<file path="src/rtl/rv_pkg.sv">
`default_nettype none

package rv_pkg;

  // ------------------------------
  // Widths
  // ------------------------------

  // Data and address word
  typedef logic [31:0] word_t;
  // Architectural register index
  typedef logic [4:0] reg_addr_t;
  // ALU operation select
  typedef logic [2:0] alu_op_t;

  // First fetch address out of reset
  localparam word_t RESET_PC = 32'h0000_0000;

  // ------------------------------
  // Major opcodes
  // ------------------------------
  localparam logic [6:0] OP_RTYPE  = 7'b0110011;
  localparam logic [6:0] OP_ITYPE  = 7'b0010011;
  localparam logic [6:0] OP_LUI    = 7'b0110111;
  localparam logic [6:0] OP_LOAD   = 7'b0000011;
  localparam logic [6:0] OP_STORE  = 7'b0100011;
  localparam logic [6:0] OP_SYSTEM = 7'b1110011;

  // ALU operations
  localparam alu_op_t ALU_ADD    = 3'd0;
  localparam alu_op_t ALU_SUB    = 3'd1;
  localparam alu_op_t ALU_AND    = 3'd2;
  localparam alu_op_t ALU_OR     = 3'd3;
  localparam alu_op_t ALU_XOR    = 3'd4;
  localparam alu_op_t ALU_SLT    = 3'd5;
  // Second operand straight through, used by LUI
  localparam alu_op_t ALU_PASS_B = 3'd6;

  // ------------------------------
  // Stage registers
  // ------------------------------

  // Fetch to decode
  typedef struct packed {
    logic  valid;
    word_t pc;
    word_t instr;
  } if_id_t;

  // Decode to execute
  typedef struct packed {
    logic      valid;
    logic      reg_write;
    logic      mem_read;
    logic      mem_write;
    logic      is_ebreak;
    logic      is_illegal;
    alu_op_t   alu_op;
    logic      use_imm;
    reg_addr_t rd;
    word_t     rs1_data;
    word_t     rs2_data;
    word_t     imm;
  } id_ex_t;

  // Execute to memory
  typedef struct packed {
    logic      valid;
    logic      reg_write;
    logic      mem_read;
    logic      mem_write;
    logic      is_ebreak;
    logic      is_illegal;
    reg_addr_t rd;
    word_t     alu_result;
    word_t     store_data;
  } ex_mem_t;

  // Writeback port into the register file
  typedef struct packed {
    logic      en;
    reg_addr_t addr;
    word_t     data;
  } rf_write_t;

endpackage

`default_nettype wire

</file>
<file path="src/rtl/rv_fetch.sv">
`timescale 1ns/100ps
`default_nettype none

module rv_fetch
  import rv_pkg::*;
(
  input  logic   clk,
  input  logic   rst_n,
  input  logic   stall,
  input  logic   halt_fetch,
  input  word_t  imem_rdata,
  output logic   imem_ren,
  output word_t  imem_raddr,
  output if_id_t if_id
);

  word_t pc;

  // Program counter, frozen by the interlock or after a halt
  always_ff @(posedge clk) begin
    if (!rst_n) begin
      pc <= RESET_PC;
    end else if (!stall && !halt_fetch) begin
      pc <= pc + 32'd4;
    end
  end

  // SRAM style fetch, word comes back in the same cycle
  assign imem_ren   = !halt_fetch;
  assign imem_raddr = pc;

  // Fetch/decode register
  // Holds under stall, only bubbles once halted
  always_ff @(posedge clk) begin
    if (!rst_n) begin
      if_id.valid <= 1'b0;
    end else if (halt_fetch) begin
      if_id.valid <= 1'b0;
    end else if (!stall) begin
      if_id.valid <= 1'b1;
      if_id.pc    <= pc;
      if_id.instr <= imem_rdata;
    end
  end

endmodule

`default_nettype wire

</file>
<file path="src/rtl/rv_decode.sv">
`timescale 1ns/100ps
`default_nettype none

module rv_decode
  import rv_pkg::*;
(
  input  logic      clk,
  input  logic      rst_n,
  input  if_id_t    if_id,
  input  reg_addr_t ex_rd,
  input  logic      ex_reg_write,
  input  reg_addr_t mem_rd,
  input  logic      mem_reg_write,
  input  rf_write_t rf_write,
  output logic      stall,
  output logic      halt_fetch,
  output id_ex_t    id_ex
);

  // Instruction fields
  logic [6:0] opcode;
  logic [2:0] funct3;
  logic [6:0] funct7;
  reg_addr_t  rs1;
  reg_addr_t  rs2;
  reg_addr_t  rd;

  // Immediates
  word_t imm_i;
  word_t imm_s;
  word_t imm_u;
  word_t imm;

  // Control
  logic    reg_write;
  logic    mem_read;
  logic    mem_write;
  logic    is_ebreak;
  logic    is_illegal;
  logic    use_imm;
  logic    rs1_used;
  logic    rs2_used;
  alu_op_t alu_op;

  // Register file, x0 is not stored
  word_t regs [1:31];
  word_t rs1_data;
  word_t rs2_data;

  logic hazard;
  logic halting;
  logic halt_seen;

  assign opcode = if_id.instr[6:0];
  assign rd     = if_id.instr[11:7];
  assign funct3 = if_id.instr[14:12];
  assign rs1    = if_id.instr[19:15];
  assign rs2    = if_id.instr[24:20];
  assign funct7 = if_id.instr[31:25];

  assign imm_i = {{20{if_id.instr[31]}}, if_id.instr[31:20]};
  assign imm_s = {{20{if_id.instr[31]}}, if_id.instr[31:25], if_id.instr[11:7]};
  assign imm_u = {if_id.instr[31:12], 12'h000};

  // ------------------------------
  // Instruction decoder
  // ------------------------------
  always_comb begin
    reg_write  = 1'b0;
    mem_read   = 1'b0;
    mem_write  = 1'b0;
    is_ebreak  = 1'b0;
    is_illegal = 1'b0;
    use_imm    = 1'b0;
    rs1_used   = 1'b0;
    rs2_used   = 1'b0;
    alu_op     = ALU_ADD;
    imm        = imm_i;
    case (opcode)
      OP_RTYPE: begin
        reg_write = 1'b1;
        rs1_used  = 1'b1;
        rs2_used  = 1'b1;
        case ({funct7, funct3})
          {7'b0000000, 3'b000}: alu_op = ALU_ADD;
          {7'b0100000, 3'b000}: alu_op = ALU_SUB;
          {7'b0000000, 3'b111}: alu_op = ALU_AND;
          {7'b0000000, 3'b110}: alu_op = ALU_OR;
          {7'b0000000, 3'b100}: alu_op = ALU_XOR;
          {7'b0000000, 3'b010}: alu_op = ALU_SLT;
          default:              is_illegal = 1'b1;
        endcase
      end
      // Only ADDI of the immediate group
      OP_ITYPE: begin
        reg_write  = 1'b1;
        rs1_used   = 1'b1;
        use_imm    = 1'b1;
        is_illegal = (funct3 != 3'b000);
      end
      OP_LUI: begin
        reg_write = 1'b1;
        use_imm   = 1'b1;
        alu_op    = ALU_PASS_B;
        imm       = imm_u;
      end
      // Full word loads and stores only
      OP_LOAD: begin
        reg_write  = 1'b1;
        mem_read   = 1'b1;
        rs1_used   = 1'b1;
        use_imm    = 1'b1;
        is_illegal = (funct3 != 3'b010);
      end
      OP_STORE: begin
        mem_write  = 1'b1;
        rs1_used   = 1'b1;
        rs2_used   = 1'b1;
        use_imm    = 1'b1;
        imm        = imm_s;
        is_illegal = (funct3 != 3'b010);
      end
      // EBREAK is the one system word kept
      OP_SYSTEM: begin
        if ({if_id.instr[31:20], rs1, funct3, rd} == {12'h001, 13'h0000}) begin
          is_ebreak = 1'b1;
        end else begin
          is_illegal = 1'b1;
        end
      end
      default: is_illegal = 1'b1;
    endcase
    // Illegal words neither read nor write anything
    if (is_illegal) begin
      reg_write = 1'b0;
      mem_read  = 1'b0;
      mem_write = 1'b0;
      rs1_used  = 1'b0;
      rs2_used  = 1'b0;
    end
  end

  // ------------------------------
  // Register file
  // ------------------------------
  always_ff @(posedge clk) begin
    if (rf_write.en && (rf_write.addr != 5'd0)) begin
      regs[rf_write.addr] <= rf_write.data;
    end
  end

  // Read with writeback passed through in the same cycle
  function automatic word_t rf_read(input reg_addr_t a);
    if (a == 5'd0) begin
      return '0;
    end else if (rf_write.en && (rf_write.addr == a)) begin
      return rf_write.data;
    end
    return regs[a];
  endfunction

  assign rs1_data = rf_read(rs1);
  assign rs2_data = rf_read(rs2);

  // Source waits on an older writer still in execute or memory
  function automatic logic raw_dep(input logic used, input reg_addr_t r);
    return used && (r != 5'd0) &&
           ((ex_reg_write && (ex_rd == r)) || (mem_reg_write && (mem_rd == r)));
  endfunction

  assign hazard = raw_dep(rs1_used, rs1) || raw_dep(rs2_used, rs2);

  // ------------------------------
  // Interlock and halt
  // ------------------------------
  assign stall   = if_id.valid && !halt_seen && hazard;
  assign halting = if_id.valid && !halt_seen && (is_ebreak || is_illegal);

  // Sticky, squashes everything decoded after the halting word
  always_ff @(posedge clk) begin
    if (!rst_n) begin
      halt_seen <= 1'b0;
    end else if (halting) begin
      halt_seen <= 1'b1;
    end
  end

  assign halt_fetch = halt_seen;

  // Decode/execute register, bubble on stall or after halt
  always_ff @(posedge clk) begin
    if (!rst_n) begin
      id_ex.valid <= 1'b0;
    end else begin
      id_ex.valid      <= if_id.valid && !stall && !halt_seen;
      id_ex.reg_write  <= reg_write;
      id_ex.mem_read   <= mem_read;
      id_ex.mem_write  <= mem_write;
      id_ex.is_ebreak  <= is_ebreak;
      id_ex.is_illegal <= is_illegal;
      id_ex.alu_op     <= alu_op;
      id_ex.use_imm    <= use_imm;
      id_ex.rd         <= rd;
      id_ex.rs1_data   <= rs1_data;
      id_ex.rs2_data   <= rs2_data;
      id_ex.imm        <= imm;
    end
  end

endmodule

`default_nettype wire

</file>
<file path="src/rtl/rv_execute.sv">
`timescale 1ns/100ps
`default_nettype none

module rv_execute
  import rv_pkg::*;
(
  input  logic      clk,
  input  logic      rst_n,
  input  id_ex_t    id_ex,
  output ex_mem_t   ex_mem,
  output reg_addr_t ex_rd,
  output logic      ex_reg_write
);

  word_t op_b;
  word_t alu_result;

  // Immediate or register for the second operand
  assign op_b = id_ex.use_imm ? id_ex.imm : id_ex.rs2_data;

  // ------------------------------
  // ALU
  // ------------------------------
  always_comb begin
    case (id_ex.alu_op)
      ALU_ADD:    alu_result = id_ex.rs1_data + op_b;
      ALU_SUB:    alu_result = id_ex.rs1_data - op_b;
      ALU_AND:    alu_result = id_ex.rs1_data & op_b;
      ALU_OR:     alu_result = id_ex.rs1_data | op_b;
      ALU_XOR:    alu_result = id_ex.rs1_data ^ op_b;
      // Signed compare, result is 0 or 1
      ALU_SLT:    alu_result = {31'd0, $signed(id_ex.rs1_data) < $signed(op_b)};
      ALU_PASS_B: alu_result = op_b;
      default:    alu_result = '0;
    endcase
  end

  // Writer seen by the decode interlock
  assign ex_rd        = id_ex.rd;
  assign ex_reg_write = id_ex.valid && id_ex.reg_write;

  // Execute/memory register, never stalls
  always_ff @(posedge clk) begin
    if (!rst_n) begin
      ex_mem.valid <= 1'b0;
    end else begin
      ex_mem.valid      <= id_ex.valid;
      ex_mem.reg_write  <= id_ex.reg_write;
      ex_mem.mem_read   <= id_ex.mem_read;
      ex_mem.mem_write  <= id_ex.mem_write;
      ex_mem.is_ebreak  <= id_ex.is_ebreak;
      ex_mem.is_illegal <= id_ex.is_illegal;
      ex_mem.rd         <= id_ex.rd;
      ex_mem.alu_result <= alu_result;
      ex_mem.store_data <= id_ex.rs2_data;
    end
  end

endmodule

`default_nettype wire

</file>
<file path="src/rtl/rv_memory.sv">
`timescale 1ns/100ps
`default_nettype none

module rv_memory
  import rv_pkg::*;
(
  input  logic      clk,
  input  logic      rst_n,
  input  ex_mem_t   ex_mem,
  input  word_t     dmem_rdata,
  output logic      dmem_ren,
  output logic      dmem_we,
  output word_t     dmem_raddr,
  output word_t     dmem_waddr,
  output word_t     dmem_wdata,
  output reg_addr_t mem_rd,
  output logic      mem_reg_write,
  output rf_write_t rf_write,
  output logic      ebreak,
  output logic      trap
);

  word_t result;

  // ------------------------------
  // Data memory access
  // ------------------------------

  // Zero latency SRAM, full words only
  assign dmem_ren   = ex_mem.valid && ex_mem.mem_read;
  assign dmem_we    = ex_mem.valid && ex_mem.mem_write;
  assign dmem_raddr = ex_mem.alu_result;
  assign dmem_waddr = ex_mem.alu_result;
  assign dmem_wdata = ex_mem.store_data;

  // Writer seen by the decode interlock
  assign mem_rd        = ex_mem.rd;
  assign mem_reg_write = ex_mem.valid && ex_mem.reg_write;

  // Load data or ALU result
  assign result = ex_mem.mem_read ? dmem_rdata : ex_mem.alu_result;

  // Memory/writeback register, drives the register file directly
  always_ff @(posedge clk) begin
    if (!rst_n) begin
      rf_write.en <= 1'b0;
    end else begin
      rf_write.en   <= mem_reg_write;
      rf_write.addr <= ex_mem.rd;
      rf_write.data <= result;
    end
  end

  // Halt flags set as the halting word enters writeback
  always_ff @(posedge clk) begin
    if (!rst_n) begin
      ebreak <= 1'b0;
      trap   <= 1'b0;
    end else begin
      if (ex_mem.valid && ex_mem.is_ebreak) begin
        ebreak <= 1'b1;
      end
      if (ex_mem.valid && ex_mem.is_illegal) begin
        trap <= 1'b1;
      end
    end
  end

endmodule

`default_nettype wire

</file>
<file path="src/rtl/rv_core.sv">
`timescale 1ns/100ps
`default_nettype none

module rv_core
  import rv_pkg::*;
(
  input  logic  clk,
  input  logic  rst_n,

  // Instruction memory, read only
  output logic  imem_ren,
  output word_t imem_raddr,
  input  word_t imem_rdata,

  // Data memory read side
  output logic  dmem_ren,
  output word_t dmem_raddr,
  input  word_t dmem_rdata,

  // Data memory write side
  output logic  dmem_we,
  output word_t dmem_waddr,
  output word_t dmem_wdata,

  // Sticky halt status
  output logic  ebreak,
  output logic  trap
);

  // ------------------------------
  // Stage to stage
  // ------------------------------
  if_id_t    if_id;
  id_ex_t    id_ex;
  ex_mem_t   ex_mem;
  rf_write_t rf_write;

  // Decode control to fetch
  logic stall;
  logic halt_fetch;

  // Writers in flight, for the interlock
  reg_addr_t ex_rd;
  logic      ex_reg_write;
  reg_addr_t mem_rd;
  logic      mem_reg_write;

  rv_fetch u_fetch (
    .clk        (clk),
    .rst_n      (rst_n),
    .stall      (stall),
    .halt_fetch (halt_fetch),
    .imem_rdata (imem_rdata),
    .imem_ren   (imem_ren),
    .imem_raddr (imem_raddr),
    .if_id      (if_id)
  );

  rv_decode u_decode (
    .clk           (clk),
    .rst_n         (rst_n),
    .if_id         (if_id),
    .ex_rd         (ex_rd),
    .ex_reg_write  (ex_reg_write),
    .mem_rd        (mem_rd),
    .mem_reg_write (mem_reg_write),
    .rf_write      (rf_write),
    .stall         (stall),
    .halt_fetch    (halt_fetch),
    .id_ex         (id_ex)
  );

  rv_execute u_execute (
    .clk          (clk),
    .rst_n        (rst_n),
    .id_ex        (id_ex),
    .ex_mem       (ex_mem),
    .ex_rd        (ex_rd),
    .ex_reg_write (ex_reg_write)
  );

  // Memory stage also holds writeback and the halt flags
  rv_memory u_memory (
    .clk           (clk),
    .rst_n         (rst_n),
    .ex_mem        (ex_mem),
    .dmem_rdata    (dmem_rdata),
    .dmem_ren      (dmem_ren),
    .dmem_we       (dmem_we),
    .dmem_raddr    (dmem_raddr),
    .dmem_waddr    (dmem_waddr),
    .dmem_wdata    (dmem_wdata),
    .mem_rd        (mem_rd),
    .mem_reg_write (mem_reg_write),
    .rf_write      (rf_write),
    .ebreak        (ebreak),
    .trap          (trap)
  );

endmodule

`default_nettype wire

</file>
<file path="config.mk">
export PLATFORM = sky130hd
export DESIGN_NAME = rv_core
export DESIGN_NICKNAME = d
export VERILOG_FILES = /design/src/rtl/rv_pkg.sv /design/src/rtl/rv_fetch.sv /design/src/rtl/rv_decode.sv /design/src/rtl/rv_execute.sv /design/src/rtl/rv_memory.sv /design/src/rtl/rv_core.sv
export SDC_FILE = /design/constraint.sdc
export NUM_CORES = 2
export LEC_CHECK = 0
export BUFFER_PORTS_ARGS = -buffer_cell sky130_fd_sc_hd__clkbuf_2
export CORE_AREA = 2 2 588 444
export DETAILED_ROUTE_END_ITERATION = 10
export DIE_AREA = 0 0 590 446
export PLACE_DENSITY = 0.5
export REMOVE_ABC_BUFFERS = 1
export SYNTH_ARGS = -nofsm -noshare
export SYNTH_HDL_FRONTEND = slang
export SYNTH_SLANG_ARGS = --single-unit
</file>
<file path="constraint.sdc">
create_clock -name clk -period 5.23 [get_ports clk]
set_input_delay 0.523 -clock clk [delete_from_list [all_inputs] [get_ports clk]]
set_output_delay 0.523 -clock clk [all_outputs]
set_load 0.05 [all_outputs]
</file>
; Yosys cells after proc, flatten, opt, wreduce, memory -nomap -nowiden
; Memories as Yosys holds them, arrays and structs flattened. A register that Yosys moved wholly into a read port is not among the register bits.
; Index checks and enable logic that the tools add are counted.
; W data, S select, Z words.
[word_totals]
wordCells = 144
ram_bits = 992
in_bits = 66
mem_count = 1
register_bits = 292
[op_classes]
addsub = 3
order_cmp = 1
n_eq_ne = 25
bitwise = 6
n_reduce_logical = 45
muxes = 33
[mem_list]
columns = memory, depth, width, read_ports, rd_clocked_by_memory_dff, write_ports, line_no
row1 = u_decode.regs, 31, 32, 2, 2, 1, rv_decode.sv:46  ; word_t regs [1:31];
[ops]
columns = operator, n
row1 = $mux W32, 8
row2 = $pmux W32 S7, 1
row3 = $pmux W31 S2, 1
row4 = $add A32 B3 Y32 const B, 1
row5 = $add A32 B32 Y32, 1
row6 = $and A32 B32 Y32, 1
row7 = $lt A32 B32 Y1, 1
row8 = $or A32 B32 Y32, 1
row9 = $sub A32 B32 Y32, 1
row10 = $xor A32 B32 Y32, 1
row11 = $eq A10 B3 Y1 const B, 3
row12 = $eq A5 B5 Y1, 6
row13 = $eq A25 B14 Y1 const B, 1
row14 = $logic_and A1 B1 Y1, 23
row15 = $eq A7 B6 Y1 const B, 3
row16 = $mux W1, 18
row17 = $pmux W3 S5, 1
row18 = $reduce_bool A5 Y1, 3
row19 = $reduce_or A4 Y1, 3
row20 = $eq A10 B2 Y1 const B, 1
row21 = $eq A10 B9 Y1 const B, 1
row22 = $logic_not A10 Y1, 1
row23 = $logic_not A5 Y1, 2
row24 = $mux W5, 2
row25 = other kinds (17), 28

; Logic depth before layout (Yosys ltp)
[depth]
word_depth = 12
depth_mapped = 17
depth_no_buf = 14

; Hierarchy
; Synthesis repeated with hierarchy kept, for this count alone.
[hier_totals]
cells_unflattened = 4107
area_unflattened_um2 = 64543.2
[modules_own_cells]
columns = mod, n_inst, area_per_inst_um2, cells_per_inst
row1 = rv_decode, 1, 50339.5, 2700
row2 = rv_execute, 1, 8323.0, 986
row3 = rv_fetch, 1, 3363.2, 236
row4 = rv_memory, 1, 2517.4, 185

; Worst setup path before layout
; OpenSTA, ideal clock, no wires.
[synth_timing]
path_kind = register -> register
startpoint = reg, netlist name u_decode.id_ex[101]
endpoint = reg, netlist name u_execute.ex_mem[62]
setup_slack_ns = 0.746
arrival_time_ns = 4.213
path_stages_with_launch = 17
setup_time_ns = 0.271
path_buffers = 3
path_cell_list = edfxtp_1 -> clkbuf_1 -> buf_1 -> buf_2 -> mux2i_1 -> inv_1 -> ha_1 -> fa_1 -> o21ba_2 -> or4_1 -> nand4_1 -> a2111oi_2 -> or3_4 -> a31oi_4 -> a21oi_2 -> a41oi_1 -> o311ai_1
[synth_between]
elab_chain_cells = 3
elab_cells_between_ends = 7
[synth_rtl]
columns = item, line_no
row1 = $mux W32 *, rv_execute.sv:19  ; assign op_b = id_ex.use_imm ? id_ex.imm : id_ex.rs2_data;
row2 = "$sub A32 B32 Y32, or another cell as far along", rv_execute.sv:27  ; ALU_SUB: alu_result = id_ex.rs1_data - op_b;
row3 = $pmux W32 S7 *, rv_execute.sv:25  ; case (id_ex.alu_op)
row4 = named net u_execute.alu_result[30], rv_execute.sv:16  ; word_t alu_result;
; Mark *: on every way through the listed nets, which the timed path passes. The rest lies on a longest branch.
; A chain may end at the register's enable or synchronous reset.

; Worst setup path after layout
[layout_timing]
startpoint = reg, netlist name u_decode.id_ex[101]
endpoint = reg, netlist name u_execute.ex_mem[62]
[layout_between]
elab_chain_cells = 3
elab_cells_between_ends = 7
[layout_rtl]
columns = item, line_no
row1 = $mux W32 *, rv_execute.sv:19
row2 = "$sub A32 B32 Y32, or another cell as far along", rv_execute.sv:27
row3 = $pmux W32 S7 *, rv_execute.sv:25
row4 = named net u_execute.alu_result[30], rv_execute.sv:16
; Marks and branches as above.

==> impl_metrics.csv <==
group,metric,value,unit
cells_and_area,drive_gt1_share,29.9,%
sta,worst_pin_slew,1380,ps
power,power,0.0271,W
floorplanning,die_w,590,µm
setup_path,cp-end-kind,"flop",
setup_path,reg2reg_depth,13,
grt,first_global_vias,37989,
cts,holdBufCountCts,42,
cts,cts-root-buf,"clkbuf_16",
detailed_routing,via_count,38725,
synthesis,syn_area_per_cell,16.6,µm²
cells_and_area,area_delta_synth_final,16.2,%
power,power.switching,0.00767,W
detailed_routing,vias_per_cell,5.11,
cells_and_area,multi_input_area,0.0236,mm²
power,clkPwrFrac,37.6,%
sta,max_freq,228,MHz
synthesis,synthDominantCellAreaShare,58.4,%
cts,clk_path_buf_depth,3,
status,status,"complete, no violations",
power,peakVddDrop,0.317,mV
placed_design,io_buffers,196,
sta,timing.final.crit_share,83.7,%
power,sequentialPowerShare,45.7,%
setup_path,arrival,4870,ps
synthesis,ys_seq_area_share,59.9,%
sta,final_max_slew_viol_count,0,
placed_design,dp_hpwl,141000,µm
cts,htree_num_levels,4,
setup_path,cp_max_fo,31,
synthesis,synthTopCellsByArea,"edfxtp_1, mux4_2, mux2i_1, ha_1, nor2_1",
power,intPower,0.0194,W
power,powerDensity,364,mW/mm²
detailed_routing,drtPass1Iterations,5,
power,swShare,28.3,%
cts,numCtsBuffers,144,
cts,cts_setup_buffers,0,
setup_path,required,5730,ps
setup_path,startpoint_type,"flop",
worst_hold_path,holdPathStages,2,
sta,period_needed,4380,ps
synthesis,synth-edff-count,1245,
grt,grt_start_max_net_pins,135,
synthesis,async_reset_ff_share,0,%
cells_and_area,fin_nets,4209,
cells_and_area,fin_util,28.8,%
synthesis,yosysWarnings,0,
sta,final_hold_viol_count,0,
detailed_routing,drtIter0Drc,4943,
cts,insertion_delay,780,ps
cts,ctsResizeCount,0,
synthesis,synthTopCellsByCount,"edfxtp_1, mux4_2, nor2_1",
floorplanning,core,0.258,mm²
placed_design,place.gp.congestion,0.908,
cells_and_area,fill_cells,25423,
grt,grt_first_pass_wirelength,304000,µm
grt,track_usage,16.4,%
run,cap_violations,0,
floorplanning,num_rows,162,
worst_hold_path,holdCritPathClass,"in -> reg",
cts,clk_pin_slew_worst_paths,60,ps
floorplanning,dieArea,0.263,mm²
setup_path,critical_path_class,"reg -> reg",
floorplanning,start_util,24.8,%
synthesis,postSynthCellCount,3863,
floorplanning,die_y,446,µm
cts,tritoncts,"built",
grt,antenna_found_initial,14,
detailed_routing,drc,0,
sta,timing.hold.ws,57.6,ps
cts,cts_sinks,1292,
synthesis,yosys_register_bits,1292,
power,p_leak,24.5,nW
detailed_routing,wirelength,219000,µm
power,comb_power_share,16.7,%
detailed_routing,wl_per_cell,28.9,µm
sta,max_slew_margin,7.99,%
synthesis,ys.flop_type,"edfxtp_1",
sta,finalSetupViolCount,0,
grt,overflow,0,
sta,grt_setup_unrepaired,"no",
floorplanning,io_pins,199,
detailed_routing,ant_nets,0,
cells_and_area,seq_area,0.0384,mm²
synthesis,syn-cell-area,0.0640,mm²
synthesis,yosys.area.top_type,"edfxtp_1",
synthesis,synth.distinct_cells,86,
sta,finClkSkew,28.8,ps
synthesis,yosysMostFrequentCell,"edfxtp_1",
[cells by family after synthesis]
| kind of cell | share of synthesized area, % |
|---|---|
| muxes | 23.1 |
| DFF | 59.9 |
| xor gates and xnor gates | 0.931 |
| adders and majority gates | 2.33 |
| AOI/OAI and AO/OA | 5.90 |
| other | 0.00586 |
| buffers and inverters | 3.57 |
| and+or+nand+nor | 4.26 |
[power groups by stage]
stage	clock network (W)	logic, W	registers (W)
after CTS	0.0104	0.00453	0.0124
after global placement	0	0.00448	0.0126
after global routing	0.0108	0.00483	0.0124
after floorplan	0	0.00290	0.0130
final	0.0102	0.00453	0.0124
after detailed placement	0	0.00448	0.0126
[layer usage]
layer	part of all wire, %	global-route usage [%]	vias to the layer above
li1	-	-	15928
met1	45	23.8	20731
met2	45	24.7	1774
met3	7.9	3.29	286
met4	2.5	4.34	6
met5	0.019	0	-
[critical path: stages, from the launching register on]
cell       delay [ps]
edfxtp_1          410
buf_12            310
mux2i_1           490
inv_1             160
fa_1              460
o21ba_2           250
or4_1             430
nand4_1           190
a2111oi_2         150
or3_4             450
a31oi_4           310
a21oi_2           130
a41oi_1           220
o311ai_1          130
[path summary, 6_finish.rpt]
path | start | slack, ps | endpoint
setup / recovery | u_decode.id_ex[101] | 850 | u_execute.ex_mem[62]
hold / removal | dmem_rdata[28] | 60 | u_memory.rf_write[28]
setup reg to reg | u_decode.id_ex[101] | 850 | u_execute.ex_mem[62]
hold reg to reg | u_decode.id_ex[105] | 420 | u_execute.ex_mem[69]
[cells in the final DEF, fill, tap and decap left out, types with 21 or more instances in the layout]
cell / instances
nand2_1: 78
mux2_2: 42
dfxtp_1: 37
o22ai_1: 28
clkbuf_2: 195
xnor2_1: 33
nor2b_1: 21
clkinv_1: 22
a21oi_1: 169
a211oi_1: 118
dlygate4sd3_1: 42
buf_12: 31
and2_1: 39
mux2i_1: 168
clkbuf_16: 148
a21o_1: 38
nor2_4: 22
inv_1: 101
clkbuf_1: 29
mux4_2: 561
xor2_1: 35
o21ai_0: 61
nor2_1: 236
edfxtp_1: 1245
buf_4: 127
nand3_1: 31
ha_1: 116
[sequential cells by signal, summed over array words and instances (netlist names), named ones only]
register / cells
u_decode.regs: 992
u_decode.id_ex: 111
u_execute.ex_mem: 75
u_memory.rf_write: 38
u_fetch.if_id: 33
u_fetch.imem_raddr: 30
u_decode.halt_fetch: 1
u_memory.ebreak: 1
u_memory.trap: 1
[layout make-up]
type                    instances  area share (%)
clock buffers                 185            5.28
clock inverters                72           0.976
diodes                          4          0.0135
flip-flops and latches       1292            51.6
multi-input cells            2089            31.8
inverters                     102           0.515
repair buffers                396            4.02
well taps                    3444            5.80
[per-stage QoR]
stage / cells / instance area (µm²) / setup WS [ps] / TNS [ps]
final: 7584 / 74300 / 854 / 0
after detailed placement: 7281 / 69300 / 910 / 0
after CTS: 7580 / 74300 / 885 / 0
after floorplan: 3483 / 62100 / -6810 / -429190
after global routing: 7581 / 74300 / 682 / 0
after global placement: 7281 / 69300 / 776 / 0
Power figures use the tool's default switching activity.
